`src/hw/ctrl_pkg.sv`:
```
/*
 * control plane definitions
 * register address map, spi frame widths, output mode codes
 * and the vector types shared by the register file, mux and top
 */

package ctrl_pkg;

  ////////////////////////////////////////////////////////////////////////////
  // widths

  localparam int word_bits  = 32;   // register payload
  localparam int addr_bits  = 7;
  localparam int frame_bits = 1 + addr_bits + word_bits;   // wr flag + addr + data = 40

  typedef logic [word_bits-1:0] reg_word_t;
  typedef logic [addr_bits-1:0] reg_addr_t;

  typedef logic [3:0] led_vec_t;    // front panel leds
  typedef logic [2:0] hw_flags_t;   // HW0..HW2 inputs

  ////////////////////////////////////////////////////////////////////////////
  // register map

  localparam reg_addr_t addr_led     = 7'd0;
  localparam reg_addr_t addr_mode    = 7'd1;
  localparam reg_addr_t addr_spi_mux = 7'd2;
  localparam reg_addr_t addr_4094    = 7'd3;   // bit 0 is the chain oe
  localparam reg_addr_t addr_direct  = 7'd4;
  localparam reg_addr_t addr_status  = 7'd5;   // read only

  ////////////////////////////////////////////////////////////////////////////
  // output modes, unlisted codes blank the leds

  typedef logic [2:0] mode_t;

  localparam mode_t mode_led     = 3'd0;   // follow reg_led
  localparam mode_t mode_all_on  = 3'd1;
  localparam mode_t mode_pattern = 3'd2;   // walking one
  localparam mode_t mode_direct  = 3'd3;   // follow reg_direct

endpackage
```
`src/hw/fpga_ctrl_top.sv`:
```
/*
 * instrument fpga spi control plane
 * register file on ss, pass-through to external spi ports on spi_cs2,
 * led mode select and 4094 output enable, all on the spi clock
 */

module fpga_ctrl_top #(
  parameter int                       num_spi_ports = 2,
  parameter logic [num_spi_ports-1:0] cs_polarity   = num_spi_ports'(1),  // 4094 strobe hi
  parameter int                       pattern_shift = 3
) (
  input  logic                      sck,
  input  logic                      rst_n,
  input  logic                      ss,        // register file select
  input  logic                      spi_cs2,   // pass-through select
  input  logic                      sdi,
  output logic                      sdo,
  output ctrl_pkg::led_vec_t        leds,
  input  ctrl_pkg::hw_flags_t       hw_flags,
  output logic                      oe_4094,
  output logic [num_spi_ports-1:0]  port_cs,   // port 0 is the 4094 chain
  output logic [num_spi_ports-1:0]  port_clk,
  output logic [num_spi_ports-1:0]  port_mosi,
  input  logic [num_spi_ports-1:0]  port_miso
);

  import ctrl_pkg::*;

  reg_word_t reg_led;
  reg_word_t reg_mode;
  reg_word_t reg_spi_mux;
  reg_word_t reg_4094;
  reg_word_t reg_direct;
  reg_word_t reg_status;
  logic      dout;   // only ever used through the mux

  assign oe_4094 = reg_4094[0];   // low at reset, mcu enables after supplies are up

  // readable inputs
  assign reg_status = {{(word_bits - $bits(hw_flags_t) - 1){1'b0}}, oe_4094, hw_flags};

  ////////////////////////////////////////////////////////////////////////////
  // blocks

  spi_register_set i_register_set (
    .clk         (sck),
    .rst_n       (rst_n),
    .cs          (ss),
    .din         (sdi),
    .dout        (dout),
    .reg_status  (reg_status),
    .reg_led     (reg_led),
    .reg_mode    (reg_mode),
    .reg_spi_mux (reg_spi_mux),
    .reg_4094    (reg_4094),
    .reg_direct  (reg_direct)
  );

  spi_port_mux #(
    .num_spi_ports (num_spi_ports),
    .cs_polarity   (cs_polarity)
  ) i_port_mux (
    .sck         (sck),
    .cs          (ss),
    .cs2         (spi_cs2),
    .mosi        (sdi),
    .dout        (dout),
    .reg_spi_mux (reg_spi_mux),
    .vec_cs      (port_cs),
    .vec_clk     (port_clk),
    .vec_mosi    (port_mosi),
    .vec_miso    (port_miso),
    .miso        (sdo)          // pin
  );

  out_mode_select #(
    .pattern_shift (pattern_shift)
  ) i_mode_select (
    .clk        (sck),
    .rst_n      (rst_n),
    .mode       (reg_mode[2:0]),
    .led_src    (reg_led[3:0]),
    .direct_src (reg_direct[3:0]),
    .leds       (leds)
  );

endmodule

```
`src/hw/out_mode_select.sv`:
```
/*
 * led output mode select
 * registered choice between reg_led, all on, a walking one test
 * pattern and reg_direct, unused mode codes blank the leds
 */

module out_mode_select #(
  parameter int pattern_shift = 3   // pattern steps every 2**pattern_shift clocks
) (
  input  logic               clk,
  input  logic               rst_n,
  input  ctrl_pkg::mode_t    mode,
  input  ctrl_pkg::led_vec_t led_src,
  input  ctrl_pkg::led_vec_t direct_src,
  output ctrl_pkg::led_vec_t leds
);

  import ctrl_pkg::*;

  localparam int led_bits = $bits(led_vec_t);
  localparam int pos_bits = $clog2(led_bits);
  localparam int cnt_bits = pattern_shift + pos_bits;

  logic [cnt_bits-1:0] pat_cnt;   // free running, top bits are the position
  led_vec_t            pattern;

  ////////////////////////////////////////////////////////////////////////////
  // test pattern

  always_ff @(posedge clk or negedge rst_n) begin
    if (!rst_n) begin
      pat_cnt <= '0;
    end else begin
      pat_cnt <= pat_cnt + 1'b1;
    end
  end

  assign pattern = led_vec_t'(1) << pat_cnt[cnt_bits-1 -: pos_bits];   // one hot

  ////////////////////////////////////////////////////////////////////////////
  // output register

  always_ff @(posedge clk or negedge rst_n) begin
    if (!rst_n) begin
      leds <= '0;
    end else begin
      case (mode)
        mode_led:     leds <= led_src;
        mode_all_on:  leds <= '1;
        mode_pattern: leds <= pattern;
        mode_direct:  leds <= direct_src;
        default:      leds <= '0;   // spare codes, dark
      endcase
    end
  end

endmodule

```
`src/hw/spi_port_mux.sv`:
```
/*
 * spi pass-through router
 * fans sck/mosi out to the port picked in reg_spi_mux while cs2 is low,
 * applies each port's select polarity and returns the matching miso
 */

module spi_port_mux #(
  parameter int                       num_spi_ports = 2,
  parameter logic [num_spi_ports-1:0] cs_polarity   = num_spi_ports'(1)  // 1 = active high
) (
  input  logic                     sck,
  input  logic                     cs,          // register file select, active low
  input  logic                     cs2,         // pass-through select, active low
  input  logic                     mosi,
  input  logic                     dout,        // register file read data
  input  ctrl_pkg::reg_word_t      reg_spi_mux,
  output logic [num_spi_ports-1:0] vec_cs,
  output logic [num_spi_ports-1:0] vec_clk,
  output logic [num_spi_ports-1:0] vec_mosi,
  input  logic [num_spi_ports-1:0] vec_miso,
  output logic                     miso
);

  logic [num_spi_ports-1:0] sel_oh;     // one hot, lowest set bit wins
  logic                     pass;       // pass-through active
  logic                     port_miso;

  assign pass = !cs2;

  // priority encode, lowest bit first
  always_comb begin
    sel_oh = '0;
    for (int i = num_spi_ports - 1; i >= 0; i--) begin
      if (reg_spi_mux[i]) begin
        sel_oh    = '0;
        sel_oh[i] = 1'b1;
      end
    end
  end

  // fan out, idle ports keep select inactive and lines low
  always_comb begin
    for (int i = 0; i < num_spi_ports; i++) begin
      vec_cs[i]   = (pass && sel_oh[i]) ? cs_polarity[i] : !cs_polarity[i];
      vec_clk[i]  = pass && sel_oh[i] && sck;
      vec_mosi[i] = pass && sel_oh[i] && mosi;
    end
  end

  assign port_miso = |(sel_oh & vec_miso);   // zero if nothing selected

  // cs2 beats cs
  always_comb begin
    if (pass) begin
      miso = port_miso;
    end else if (!cs) begin
      miso = dout;
    end else begin
      miso = 1'b0;
    end
  end

endmodule

```
`src/hw/spi_register_set.sv`:
```
/*
 * spi register file
 * shifts 40 bit frames in on the spi clock, returns the addressed
 * register msb first during the data phase, commits writes at frame end
 */

module spi_register_set (
  input  logic                clk,
  input  logic                rst_n,
  input  logic                cs,          // active low select
  input  logic                din,
  output logic                dout,
  input  ctrl_pkg::reg_word_t reg_status,
  output ctrl_pkg::reg_word_t reg_led,
  output ctrl_pkg::reg_word_t reg_mode,
  output ctrl_pkg::reg_word_t reg_spi_mux,
  output ctrl_pkg::reg_word_t reg_4094,
  output ctrl_pkg::reg_word_t reg_direct
);

  import ctrl_pkg::*;

  localparam int cnt_bits = $clog2(frame_bits);

  // bit count at which the last address bit arrives, and the final bit
  localparam logic [cnt_bits-1:0] cnt_addr_done = cnt_bits'(addr_bits);
  localparam logic [cnt_bits-1:0] cnt_last      = cnt_bits'(frame_bits - 1);

  logic [cnt_bits-1:0]   bit_cnt;    // doubles as the frame state
  logic [frame_bits-2:0] shift_q;    // all but the bit on the wire
  reg_addr_t             addr_q;     // latched after bit 32
  reg_word_t             out_q;      // read shifter
  reg_addr_t             rd_addr;
  reg_word_t             rd_data;
  reg_word_t             wr_data;
  logic                  wr_flag;
  logic                  frame_end;

  ////////////////////////////////////////////////////////////////////////////
  // frame decode

  // address completes with the bit being sampled now
  assign rd_addr   = {shift_q[addr_bits-2:0], din};
  assign wr_flag   = shift_q[frame_bits-2];          // bit 39, first in
  assign wr_data   = {shift_q[word_bits-2:0], din};  // valid on the last edge
  assign frame_end = !cs && (bit_cnt == cnt_last);

  // read side, value before this frame
  always_comb begin
    case (rd_addr)
      addr_led:     rd_data = reg_led;
      addr_mode:    rd_data = reg_mode;
      addr_spi_mux: rd_data = reg_spi_mux;
      addr_4094:    rd_data = reg_4094;
      addr_direct:  rd_data = reg_direct;
      addr_status:  rd_data = reg_status;
      default:      rd_data = '0;        // unknown reads as zero
    endcase
  end

  ////////////////////////////////////////////////////////////////////////////
  // shifting

  // input shifter
  always_ff @(posedge clk) begin
    if (!cs) begin
      shift_q <= {shift_q[frame_bits-3:0], din};
    end
  end

  always_ff @(posedge clk or negedge rst_n) begin
    if (!rst_n) begin
      bit_cnt <= '0;
      addr_q  <= '0;
      out_q   <= '0;
    end else if (cs) begin
      bit_cnt <= '0;    // deselect drops a partial frame
    end else begin
      if (bit_cnt == cnt_last) begin
        bit_cnt <= '0;  // back to back frames allowed
      end else begin
        bit_cnt <= bit_cnt + 1'b1;
      end

      if (bit_cnt == cnt_addr_done) begin
        addr_q <= rd_addr;
        out_q  <= rd_data;    // bit 31 shows right away
      end else begin
        out_q  <= {out_q[word_bits-2:0], 1'b0};
      end
    end
  end

  assign dout = out_q[word_bits-1];   // mux gates it with ss

  ////////////////////////////////////////////////////////////////////////////
  // write commit

  always_ff @(posedge clk or negedge rst_n) begin
    if (!rst_n) begin
      reg_led     <= '0;
      reg_mode    <= '0;    // mode_led
      reg_spi_mux <= '0;
      reg_4094    <= '0;    // chain disabled at start-up
      reg_direct  <= '0;
    end else if (frame_end && wr_flag) begin
      case (addr_q)
        addr_led:     reg_led     <= wr_data;
        addr_mode:    reg_mode    <= wr_data;
        addr_spi_mux: reg_spi_mux <= wr_data;
        addr_4094:    reg_4094    <= wr_data;
        addr_direct:  reg_direct  <= wr_data;
        default: ;    // status and unknown ignored
      endcase
    end
  end

endmodule

```
`config.mk`:
```
export PLATFORM = sky130hd
export DESIGN_NAME = fpga_ctrl_top
export DESIGN_NICKNAME = d
export VERILOG_FILES = /design/src/hw/ctrl_pkg.sv /design/src/hw/fpga_ctrl_top.sv /design/src/hw/out_mode_select.sv /design/src/hw/spi_port_mux.sv /design/src/hw/spi_register_set.sv
export SDC_FILE = /design/constraint.sdc
export NUM_CORES = 1
export LEC_CHECK = 0
export BUFFER_PORTS_ARGS = -buffer_cell sky130_fd_sc_hd__buf_2
export CAP_MARGIN = 10
export CELL_PAD_IN_SITES_DETAIL_PLACEMENT = 0
export CELL_PAD_IN_SITES_GLOBAL_PLACEMENT = 1
export CORE_ASPECT_RATIO = 0.9
export CORE_MARGIN = 10
export CORE_UTILIZATION = 55
export CTS_BUF_LIST = sky130_fd_sc_hd__clkbuf_4 sky130_fd_sc_hd__clkbuf_8
export CTS_CLUSTER_DIAMETER = 80
export DETAILED_ROUTE_END_ITERATION = 12
export PLACE_DENSITY = 0.92
export SETUP_SLACK_MARGIN = 0.1
export SLEW_MARGIN = 20
export SYNTH_ARGS = -nofsm -noshare
export SYNTH_HDL_FRONTEND = slang
export SYNTH_SLANG_ARGS = --single-unit
```
`constraint.sdc`:
```
create_clock -name sck -period 2.6 [get_ports sck]
set_input_delay 0.26 -clock sck [delete_from_list [all_inputs] [get_ports sck]]
set_output_delay 0.26 -clock sck [all_outputs]
set_load 0.02 [all_outputs]
```
==> flow_metrics.py, run 1 <==
metrics = {
    "pwr": {
        "pwr-share-comb_pct": 4.8,
        "swShare_pct": 23.2,
        "clkPwrFrac_pct": 43.9,
        "intPower_uw": 6400,
        "sequentialPowerShare_pct": 51.2,
        "net-switching-power_uw": 1940,
        "leakage_uw": 0.00584,
        "cellPowerDensity_nw_per_um2": 674,
        "peakVddDrop_mv": 0.540,
    },
    "setup_path": {
        "startpoint_type": "flip-flop",
        "crit_path_end_kind": "flip-flop",
        "crit_chain": "or4_4 > nor3b_4 > a22oi_1 > o21ai_0",
        "critPathMaxStageDelay_ns": 0.78,
        "critPathBufInv": 0,
        "cp.required_ns": 3.13,
        "critPathSlowestCell": "or4_4",
        "path_class": "flip-flop to flip-flop",
        "critical_path.max_fanout": 22,
        "arrival_ns": 2.93,
        "crit_family": "simple AND/OR/NAND/NOR gates",
    },
    "route": {
        "wl_um": 24600,
        "first_pass_iters": 9,
        "num_vias": 6926,
        "wl_per_cell_um": 22.2,
        "viasPerCell": 6.23,
        "ant_nets": 0,
        "drt_iter0_drc": 567,
        "drc": 0,
    },
    "timing": {
        "setup_violations": 0,
        "fin_crit_ns": 2.40,
        "max_freq_mhz": 417,
        "tightestPinTransition_ns": 0.961,
        "grt_setup_unrepaired": "no",
        "post-route-period-util_pct": 92.2,
        "finalHoldViolCount": 0,
        "tns_ns": 0,
        "fin_skew_ns": 0.0208,
        "maxSlewHeadroom_pct": 35.4,
        "slew_violations": 0,
    },
    "logic_synthesis": {
        "synth_compound_area_share_pct": 7.38,
        "synthMuxAreaShare_pct": 22.5,
        "syn_area_um2": 10900,
        "ys_ff_latch": 253,
        "synthAdderAreaFrac_pct": 0.229,
        "syn-num-nets": 800,
        "synth_top_family_by_area": "multiplexers",
        "ys_types": 53,
        "yosysSeqAreaShare_pct": 59.6,
        "synthArstFlopShare_pct": 84.6,
        "netlist_instances": 788,
        "yosysWarnings": 0,
        "synth_xor_area_share_pct": 0.560,
        "syn_avg_cell_area_um2": 13.9,
        "synth-edff-count": 39,
        "synth_ff_type": "dfrtp_1",
        "synthSimpleGateAreaFrac_pct": 7.17,
    },
    "global_routing": {
        "grt_pass1_wl_um": 40400,
        "grt_max_degree": 83,
        "grt_pass1_vias": 7520,
        "grt_overflow": 0,
        "antenna_found_initial": 0,
        "grt_use_total_pct": 19.1,
    },
    "flow_run": {
        "max_cap_viol_count": 0,
    },
    "floorplan": {
        "die_w_um": 169,
        "fp-row-count": 48,
        "io_pins": 22,
        "die_h_um": 154,
        "start_util_pct": 56.4,
        "die_area_um2": 26000,
        "core_um2": 19400,
    },
    "finish": {
        "nets": 842,
        "area_growth_syn_to_layout_pct": 12.9,
        "layout_commonest_cell": "dfrtp_1",
        "drive_gt1_share_pct": 37.6,
        "antenna_cells": 0,
        "fillers": 1396,
        "final_area_um2": 12400,
        "layout_common_cells": "dfrtp_1 (214), mux2_2 (186), clkbuf_8 (52)",
        "instances_no_fill": 1111,
    },
    "clock_tree": {
        "clk_latency_ns": 0.65,
        "cts_tree": "done",
        "cts_setup_buffers": 0,
        "path_clk_slew_ns": 0.07,
    },
    "placed_design": {
        "place.gp.congestion": 0.821,
        "io_buffers": 21,
        "dp_cells": 1033,
        "dpl-instance-area_um2": 11400,
        "hpwl_um": 14800,
    },
    "worst_hold_path": {
        "hold_class": "input port to flip-flop",
    },
    "status": {
        "status": "completed",
    },
}
[cell type report]
cell class | instances | area, µm² | area share (%)
clock buffer | 75 | 877 | 7.10
clock inverter | 4 | 36.3 | 0.294
inverter | 6 | 23.8 | 0.192
multi-input combinational | 475 | 4160 | 33.6
sequential | 253 | 6530 | 52.8
tap | 250 | 313 | 2.53
timing repair buffer | 48 | 424 | 3.43
[per-layer routing]
| metal | track usage [%] | vias to the layer above | routed length (µm) |
|---|---|---|---|
| met2 | 30.7 | 227 | 11800 |
| met4 | 6.21 | 0 | 501 |
| met5 | 0 | - | 0 |
| li1 | - | 3053 | - |
| met1 | 25.3 | 3595 | 10900 |
| met3 | 4.03 | 51 | 1460 |
[flip-flops by register name, indices dropped and copies added (netlist names)]
name                        count
i_mode_select.leds              4
i_mode_select.pat_cnt           5
i_register_set.addr_q           7
i_register_set.bit_cnt          6
i_register_set.out_q           32
i_register_set.reg_4094        32
i_register_set.reg_direct      32
i_register_set.reg_led         32
i_register_set.reg_mode        32
i_register_set.reg_spi_mux     32
i_register_set.shift_q         39
[synthesized netlist by cell type (all sizes together), types with 6 or more instances]
| master | number | area (µm²) |
|---|---|---|
| buf | 31 | 168 |
| mux2i | 37 | 370 |
| nand3b | 13 | 97.6 |
| nor2 | 16 | 60.1 |
| nand2 | 7 | 26.3 |
| a221oi | 14 | 123 |
| o21ai | 35 | 175 |
| mux2 | 186 | 2090 |
| clkbuf | 23 | 86.3 |
| o22ai | 8 | 50.1 |
| edfxtp | 39 | 1170 |
| nor3 | 25 | 125 |
| a22oi | 33 | 248 |
| dfrtp | 214 | 5360 |
| nand3 | 25 | 125 |
| o211ai | 9 | 67.6 |
| a221o | 6 | 60.1 |
[power by group through the flow]
stage / clock network [µW] / logic, µW / registers, µW
after floorplan: 0.447 / 234 / 4290
after global placement: 0.447 / 389 / 4330
after detailed placement: 0.447 / 404 / 4330
after CTS: 3730 / 409 / 4260
after global routing: 3920 / 447 / 4280
final: 3660 / 404 / 4270
[repair_timing]
item | CTS | global route
hold buffers | 1 | 0
setup endpoints to repair | 0 | 15
endpoints found under the hold margin | 76 | 0
gates resized for setup | 0 | 1
[through the flow]
step | total power, µW | setup slack (ns) | util [%] | hold slack (ns)
2_1_floorplan | 4530 | 0.349 | - | -0.0356
3_3_place_gp | 4710 | 0.356 | 59.0 | 0.344
3_5_place_dp | 4740 | 0.215 | 59.0 | 0.357
4_1_cts | 8400 | 0.123 | 63.7 | 0.0742
5_1_grt | 8650 | 0.143 | 63.7 | 0.0878
6_report | 8330 | 0.203 | 63.7 | 0.0824
[logic make-up (layout without fill, tap and decap cells)]
logic type,count (synthesis),after routing
flip-flops,253,253
XOR/XNOR,7,7
buffers and inverters,60,133
multiplexers,223,223
AO/OA/AOI/OAI,118,118
AND/OR/NAND/NOR,125,125
adder cells (fa/ha/maj),2,2
[worst paths after layout]
check | start | endpoint | slack (ns) | cells past startpoint
worst max-delay path | i_register_set.shift_q[4] | i_register_set.out_q[14] | 0.20 | 4
worst min-delay path | ss | i_register_set.shift_q[21] | 0.08 | 2
worst max register to register | i_register_set.shift_q[4] | i_register_set.out_q[14] | 0.20 | 4
worst min register to register | i_register_set.shift_q[32] | i_register_set.shift_q[33] | 0.42 | 0
max in group asynchronous | rst_n | i_register_set.out_q[6] | 1.57 | 3
min in group asynchronous | rst_n | i_register_set.reg_4094[23] | 0.24 | 2
Note: power is estimated with default switching activity, not from simulation.
==> run 2, diff against run 1 <==
Settings changed: GPL_TIMING_DRIVEN set to 0.
==> flow_metrics.py, run 2 (synthesis gave the netlist of run 1 again) <==
metrics = {
    "pwr": {
        "swShare_pct": 23.9,
        "cellPowerDensity_nw_per_um2": 664,
        "sequentialPowerShare_pct": 51.5,
        "net-switching-power_uw": 1980,
        "pwr-share-comb_pct": 5.2,
        "clkPwrFrac_pct": 43.3,
        "power.total_uw": 8280,
        "peakVddDrop_mv": 0.540,
        "intPower_uw": 6310,
        "leakage_uw": 0.00589,
    },
    "timing": {
        "tns_ns": 0,
        "setup_violations": 0,
        "holdWs_ns": 0.0949,
        "maxSlewHeadroom_pct": 35.2,
        "slew_violations": 0,
        "tightestPinTransition_ns": 0.972,
        "fin_skew_ns": 0.0134,
        "max_freq_mhz": 406,
        "fin_crit_ns": 2.46,
        "post-route-period-util_pct": 94.7,
        "grt_setup_unrepaired": "yes",
        "finalHoldViolCount": 0,
    },
    "global_routing": {
        "grt_overflow": 0,
        "grt_pass1_wl_um": 42100,
        "grt_pass1_vias": 7416,
        "grt_use_total_pct": 20.7,
        "antenna_found_initial": 0,
        "grt_max_degree": 95,
    },
    "placed_design": {
        "hpwl_um": 16700,
        "dpl-instance-area_um2": 11500,
        "io_buffers": 20,
        "dp_cells": 1061,
        "place.gp.congestion": 0.844,
    },
    "route": {
        "wl_um": 26700,
        "drc": 0,
        "wl_per_cell_um": 23.3,
        "ant_nets": 0,
        "first_pass_iters": 5,
        "viasPerCell": 6.24,
        "drt_iter0_drc": 632,
        "num_vias": 7174,
    },
    "floorplan": {
        "io_pins": 22,
        "die_w_um": 169,
        "die_h_um": 154,
        "core_um2": 19400,
        "start_util_pct": 56.4,
        "fp-row-count": 48,
        "die_area_um2": 26000,
    },
    "setup_path": {
        "arrival_ns": 3.02,
        "critPathSlowestCell": "nor3b_4",
        "crit_family": "simple AND/OR/NAND/NOR gates",
        "crit_chain": "buf_6 > or4_4 > buf_6 > nor3b_4 > a221oi_1 > o21ai_0",
        "critPathMaxStageDelay_ns": 0.67,
        "startpoint_type": "flip-flop",
        "cp.required_ns": 3.16,
        "critPathBufInv": 2,
        "path_class": "flip-flop to flip-flop",
        "path_common_cell": "buf_6",
        "crit_path_end_kind": "flip-flop",
        "critPathLaunch": "i_register_set.shift_q[2]",
        "critical_path.max_fanout": 10,
        "r2r_start": "i_register_set.shift_q[2]",
    },
    "finish": {
        "instances_no_fill": 1149,
        "top_register": "i_register_set.shift_q",
        "drive_gt1_share_pct": 38.0,
        "antenna_cells": 0,
        "area_growth_syn_to_layout_pct": 13.9,
        "layout_common_cells": "dfrtp_1 (214), mux2_2 (186), clkbuf_8 (50)",
        "fillers": 1442,
        "nets": 880,
        "layout_commonest_cell": "dfrtp_1",
        "final_area_um2": 12500,
        "largest_register_ffs": 39,
    },
    "clock_tree": {
        "clk_latency_ns": 0.66,
        "cts_tree": "done",
        "path_clk_slew_ns": 0.07,
    },
    "status": {
        "status": "completed",
    },
    "flow_run": {
        "max_cap_viol_count": 0,
    },
    "worst_hold_path": {
        "hp-start": "ss",
        "hold_class": "input port to flip-flop",
    },
}
## run 2: per-stage QoR
stage          setup slack (ns)  util [%]
2_1_floorplan             0.349         -
3_3_place_gp              -2.37      58.6
3_5_place_dp             -0.790      59.0
4_1_cts                   0.109      63.8
5_1_grt                  0.0519      64.3
6_report                  0.138      64.3
## run 2: power by group through the flow
stage | logic [µW] | clock network [µW] | registers [µW]
2_1_floorplan | 234 | 0.447 | 4290
4_1_cts | 430 | 3620 | 4260
3_3_place_gp | 396 | 0.447 | 4330
6_report | 433 | 3580 | 4270
5_1_grt | 472 | 3830 | 4280
3_5_place_dp | 420 | 0.447 | 4330
## run 2: tightest hold or removal path, stage by stage
cell and delay, ns:
buf_2 0.24, a22oi_1 0.14, nand3_1 0.08
## run 2: path summary, 6_finish.rpt
| kind | slack (ns) | cells after the start | to |
|---|---|---|---|
| max | 0.14 | 6 | i_register_set.out_q[11] |
| min | 0.09 | 3 | i_register_set.out_q[5] |
| max reg2reg | 0.14 | 6 | i_register_set.out_q[11] |
| min reg2reg | 0.42 | 0 | i_register_set.shift_q[34] |
| max in group asynchronous | 1.69 | 3 | i_register_set.reg_4094[24] |
| min in group asynchronous | 0.11 | 2 | i_register_set.reg_led[9] |
## run 2: layout make-up
class	count	area, µm²	share of cell area (%)
Multi-Input combinational cell	475	4170	33.4
Sequential cell	253	6530	52.4
Clock inverter	8	45.0	0.361
Tap cell	250	313	2.51
Clock buffer	70	833	6.68
Inverter	6	27.5	0.221
Timing Repair Buffer	33	262	2.10
Buffer	54	293	2.35
## run 2: routing by layer
metal	track usage, %	share of wire, %	wire (µm)
met1	29.2	44	11900
met2	29.9	44	11900
met3	5.10	8.3	2230
met4	8.08	2.8	742
met5	0	0	0
## run 2: repair_timing
item | 4_1_cts | 5_1_grt
hold buffers | 2 | 0
setup buffers | 0 | 10
pin swaps | 0 | 4
gates cloned | 0 | 0
resized for setup | 16 | 17
hold endpoints to repair | 215 | 0
setup endpoints to repair | 75 | 162
==> run 3, diff against run 2 <==
Settings changed: CORE_UTILIZATION 55 to 45, CTS_CLUSTER_DIAMETER 80 to unset, PLACE_DENSITY 0.92 to 0.79.
==> flow_metrics.py, run 3 (synthesis gave the netlist of run 1 again) <==
metrics = {
    "status": {
        "status": "completed",
    },
    "setup_path": {
        "crit_family": "simple AND/OR/NAND/NOR gates",
        "critPathSlowestCell": "or4_4",
        "critPathMaxStageDelay_ns": 0.53,
        "startpoint_type": "flip-flop",
        "path_class": "flip-flop to flip-flop",
        "crit_path_end_kind": "flip-flop",
        "cp.required_ns": 3.17,
        "arrival_ns": 2.99,
        "critical_path.max_fanout": 10,
        "path_common_cell": "buf_6",
        "critPathBufInv": 3,
        "crit_chain": "buf_6 > or4_4 > buf_6 > buf_6 > nor3b_4 > a221oi_1 > o21ai_0",
    },
    "timing": {
        "post-route-period-util_pct": 93.0,
        "slew_violations": 0,
        "setup_violations": 0,
        "fin_crit_ns": 2.42,
        "tightestPinTransition_ns": 0.857,
        "grt_setup_unrepaired": "yes",
        "finalHoldViolCount": 0,
        "maxSlewHeadroom_pct": 42.4,
        "fin_skew_ns": 0.0262,
        "setup_ws_ns": 0.181,
        "tns_ns": 0,
        "max_freq_mhz": 413,
    },
    "floorplan": {
        "fp-row-count": 54,
        "start_util_pct": 45.4,
        "die_area_um2": 31000,
        "io_pins": 22,
        "core_um2": 24100,
        "die_w_um": 184,
        "die_h_um": 168,
    },
    "route": {
        "highest_layer": "met4",
        "met3_length_um": 2110,
        "viasPerCell": 5.85,
        "drt_iter0_drc": 509,
        "wl_met1_um": 12500,
        "first_pass_iters": 5,
        "ant_nets": 0,
        "wl_met2_um": 12600,
        "num_vias": 7102,
        "wl_per_cell_um": 23.0,
        "wl_um": 27900,
        "drc": 0,
    },
    "global_routing": {
        "grt_use_total_pct": 18.4,
        "grt_pass1_wl_um": 44300,
        "grt_overflow": 0,
        "grt_pass1_vias": 7748,
        "grt_max_degree": 99,
        "antenna_found_initial": 2,
    },
    "clock_tree": {
        "cts_tree": "done",
        "path_clk_slew_ns": 0.06,
        "clk_latency_ns": 0.66,
    },
    "finish": {
        "fin_util_pct": 52.5,
        "instances_no_fill": 1213,
        "top_register": "i_register_set.shift_q",
        "layout_common_cells": "dfrtp_1 (214), mux2_2 (186), clkbuf_8 (56)",
        "largest_register_ffs": 39,
        "nets": 883,
        "layout_commonest_cell": "dfrtp_1",
        "area_growth_syn_to_layout_pct": 15.6,
        "drive_gt1_share_pct": 38.6,
    },
    "placed_design": {
        "hpwl_um": 17500,
        "place.gp.congestion": 0.802,
        "dp_slack_ns": -0.972,
        "dp_cells": 1119,
        "io_buffers": 20,
    },
    "pwr": {
        "cellPowerDensity_nw_per_um2": 683,
        "power.total_uw": 8650,
        "leakage_uw": 0.00594,
        "peakVddDrop_mv": 0.466,
    },
    "worst_hold_path": {
        "hold_class": "input port to asynchronous set/reset pin",
    },
    "flow_run": {
        "max_cap_viol_count": 0,
    },
}
-- run 3: power breakdown --
group | switching [µW] | internal, µW | leakage (µW) | total, µW
clock network | 1640 | 2310 | 0.000533 | 3950
logic | 290 | 145 | 0.00207 | 434
registers | 109 | 4160 | 0.00334 | 4270
total | 2040 | 6610 | 0.00594 | 8650
-- run 3: stage by stage --
| stage | cell area (µm²) | hold slack (ns) |
|---|---|---|
| floorplan | 10900 | -0.0356 |
| global placement | 11400 | 0.401 |
| detailed placement | 11500 | 0.148 |
| CTS | 12600 | 0.0577 |
| global route | 12700 | 0.0828 |
| finish | 12700 | 0.0620 |
-- run 3: layer usage --
layer	vias to the layer above	global-route usage, %
met2	239	27.7
met4	0	6.51
met3	52	4.73
met5	-	0
met1	3672	25.3
li1	3139	-
-- run 3: path summary, 6_finish.rpt --
| path | to | start | depth (start not counted) | slack [ns] |
|---|---|---|---|---|
| max | i_register_set.out_q[15] | i_register_set.shift_q[2] | 7 | 0.18 |
| min in group sck | i_register_set.out_q[8] | ss | 3 | 0.13 |
| min | i_mode_select.pat_cnt[0] | rst_n | 2 | 0.06 |
| max reg2reg | i_register_set.out_q[15] | i_register_set.shift_q[2] | 7 | 0.18 |
| max in group asynchronous | i_register_set.reg_direct[17] | rst_n | 3 | 1.75 |
| min reg2reg | i_register_set.shift_q[35] | i_register_set.shift_q[34] | 0 | 0.42 |
-- run 3: what timing repair did --
item                                    in CTS  in global routing
hold endpoints to repair                   215                  0
endpoints found under the setup margin     173                103
hold buffers                                 2                  0
gates resized for setup                     17                 10
setup buffers                                4                  7
pin swaps                                    1                  4
-- run 3: cell type report --
type                            count  area, µm²
Fill cell                        2037      11500
Tap cell                          308        385
Antenna cell                        1       2.50
Clock buffer                       77        923
Timing Repair Buffer               34        282
Sequential cell                   253       6530
Clock inverter                      6       60.1
Multi-Input combinational cell    475       4170
Buffer                             53        279
Inverter                            6       27.5
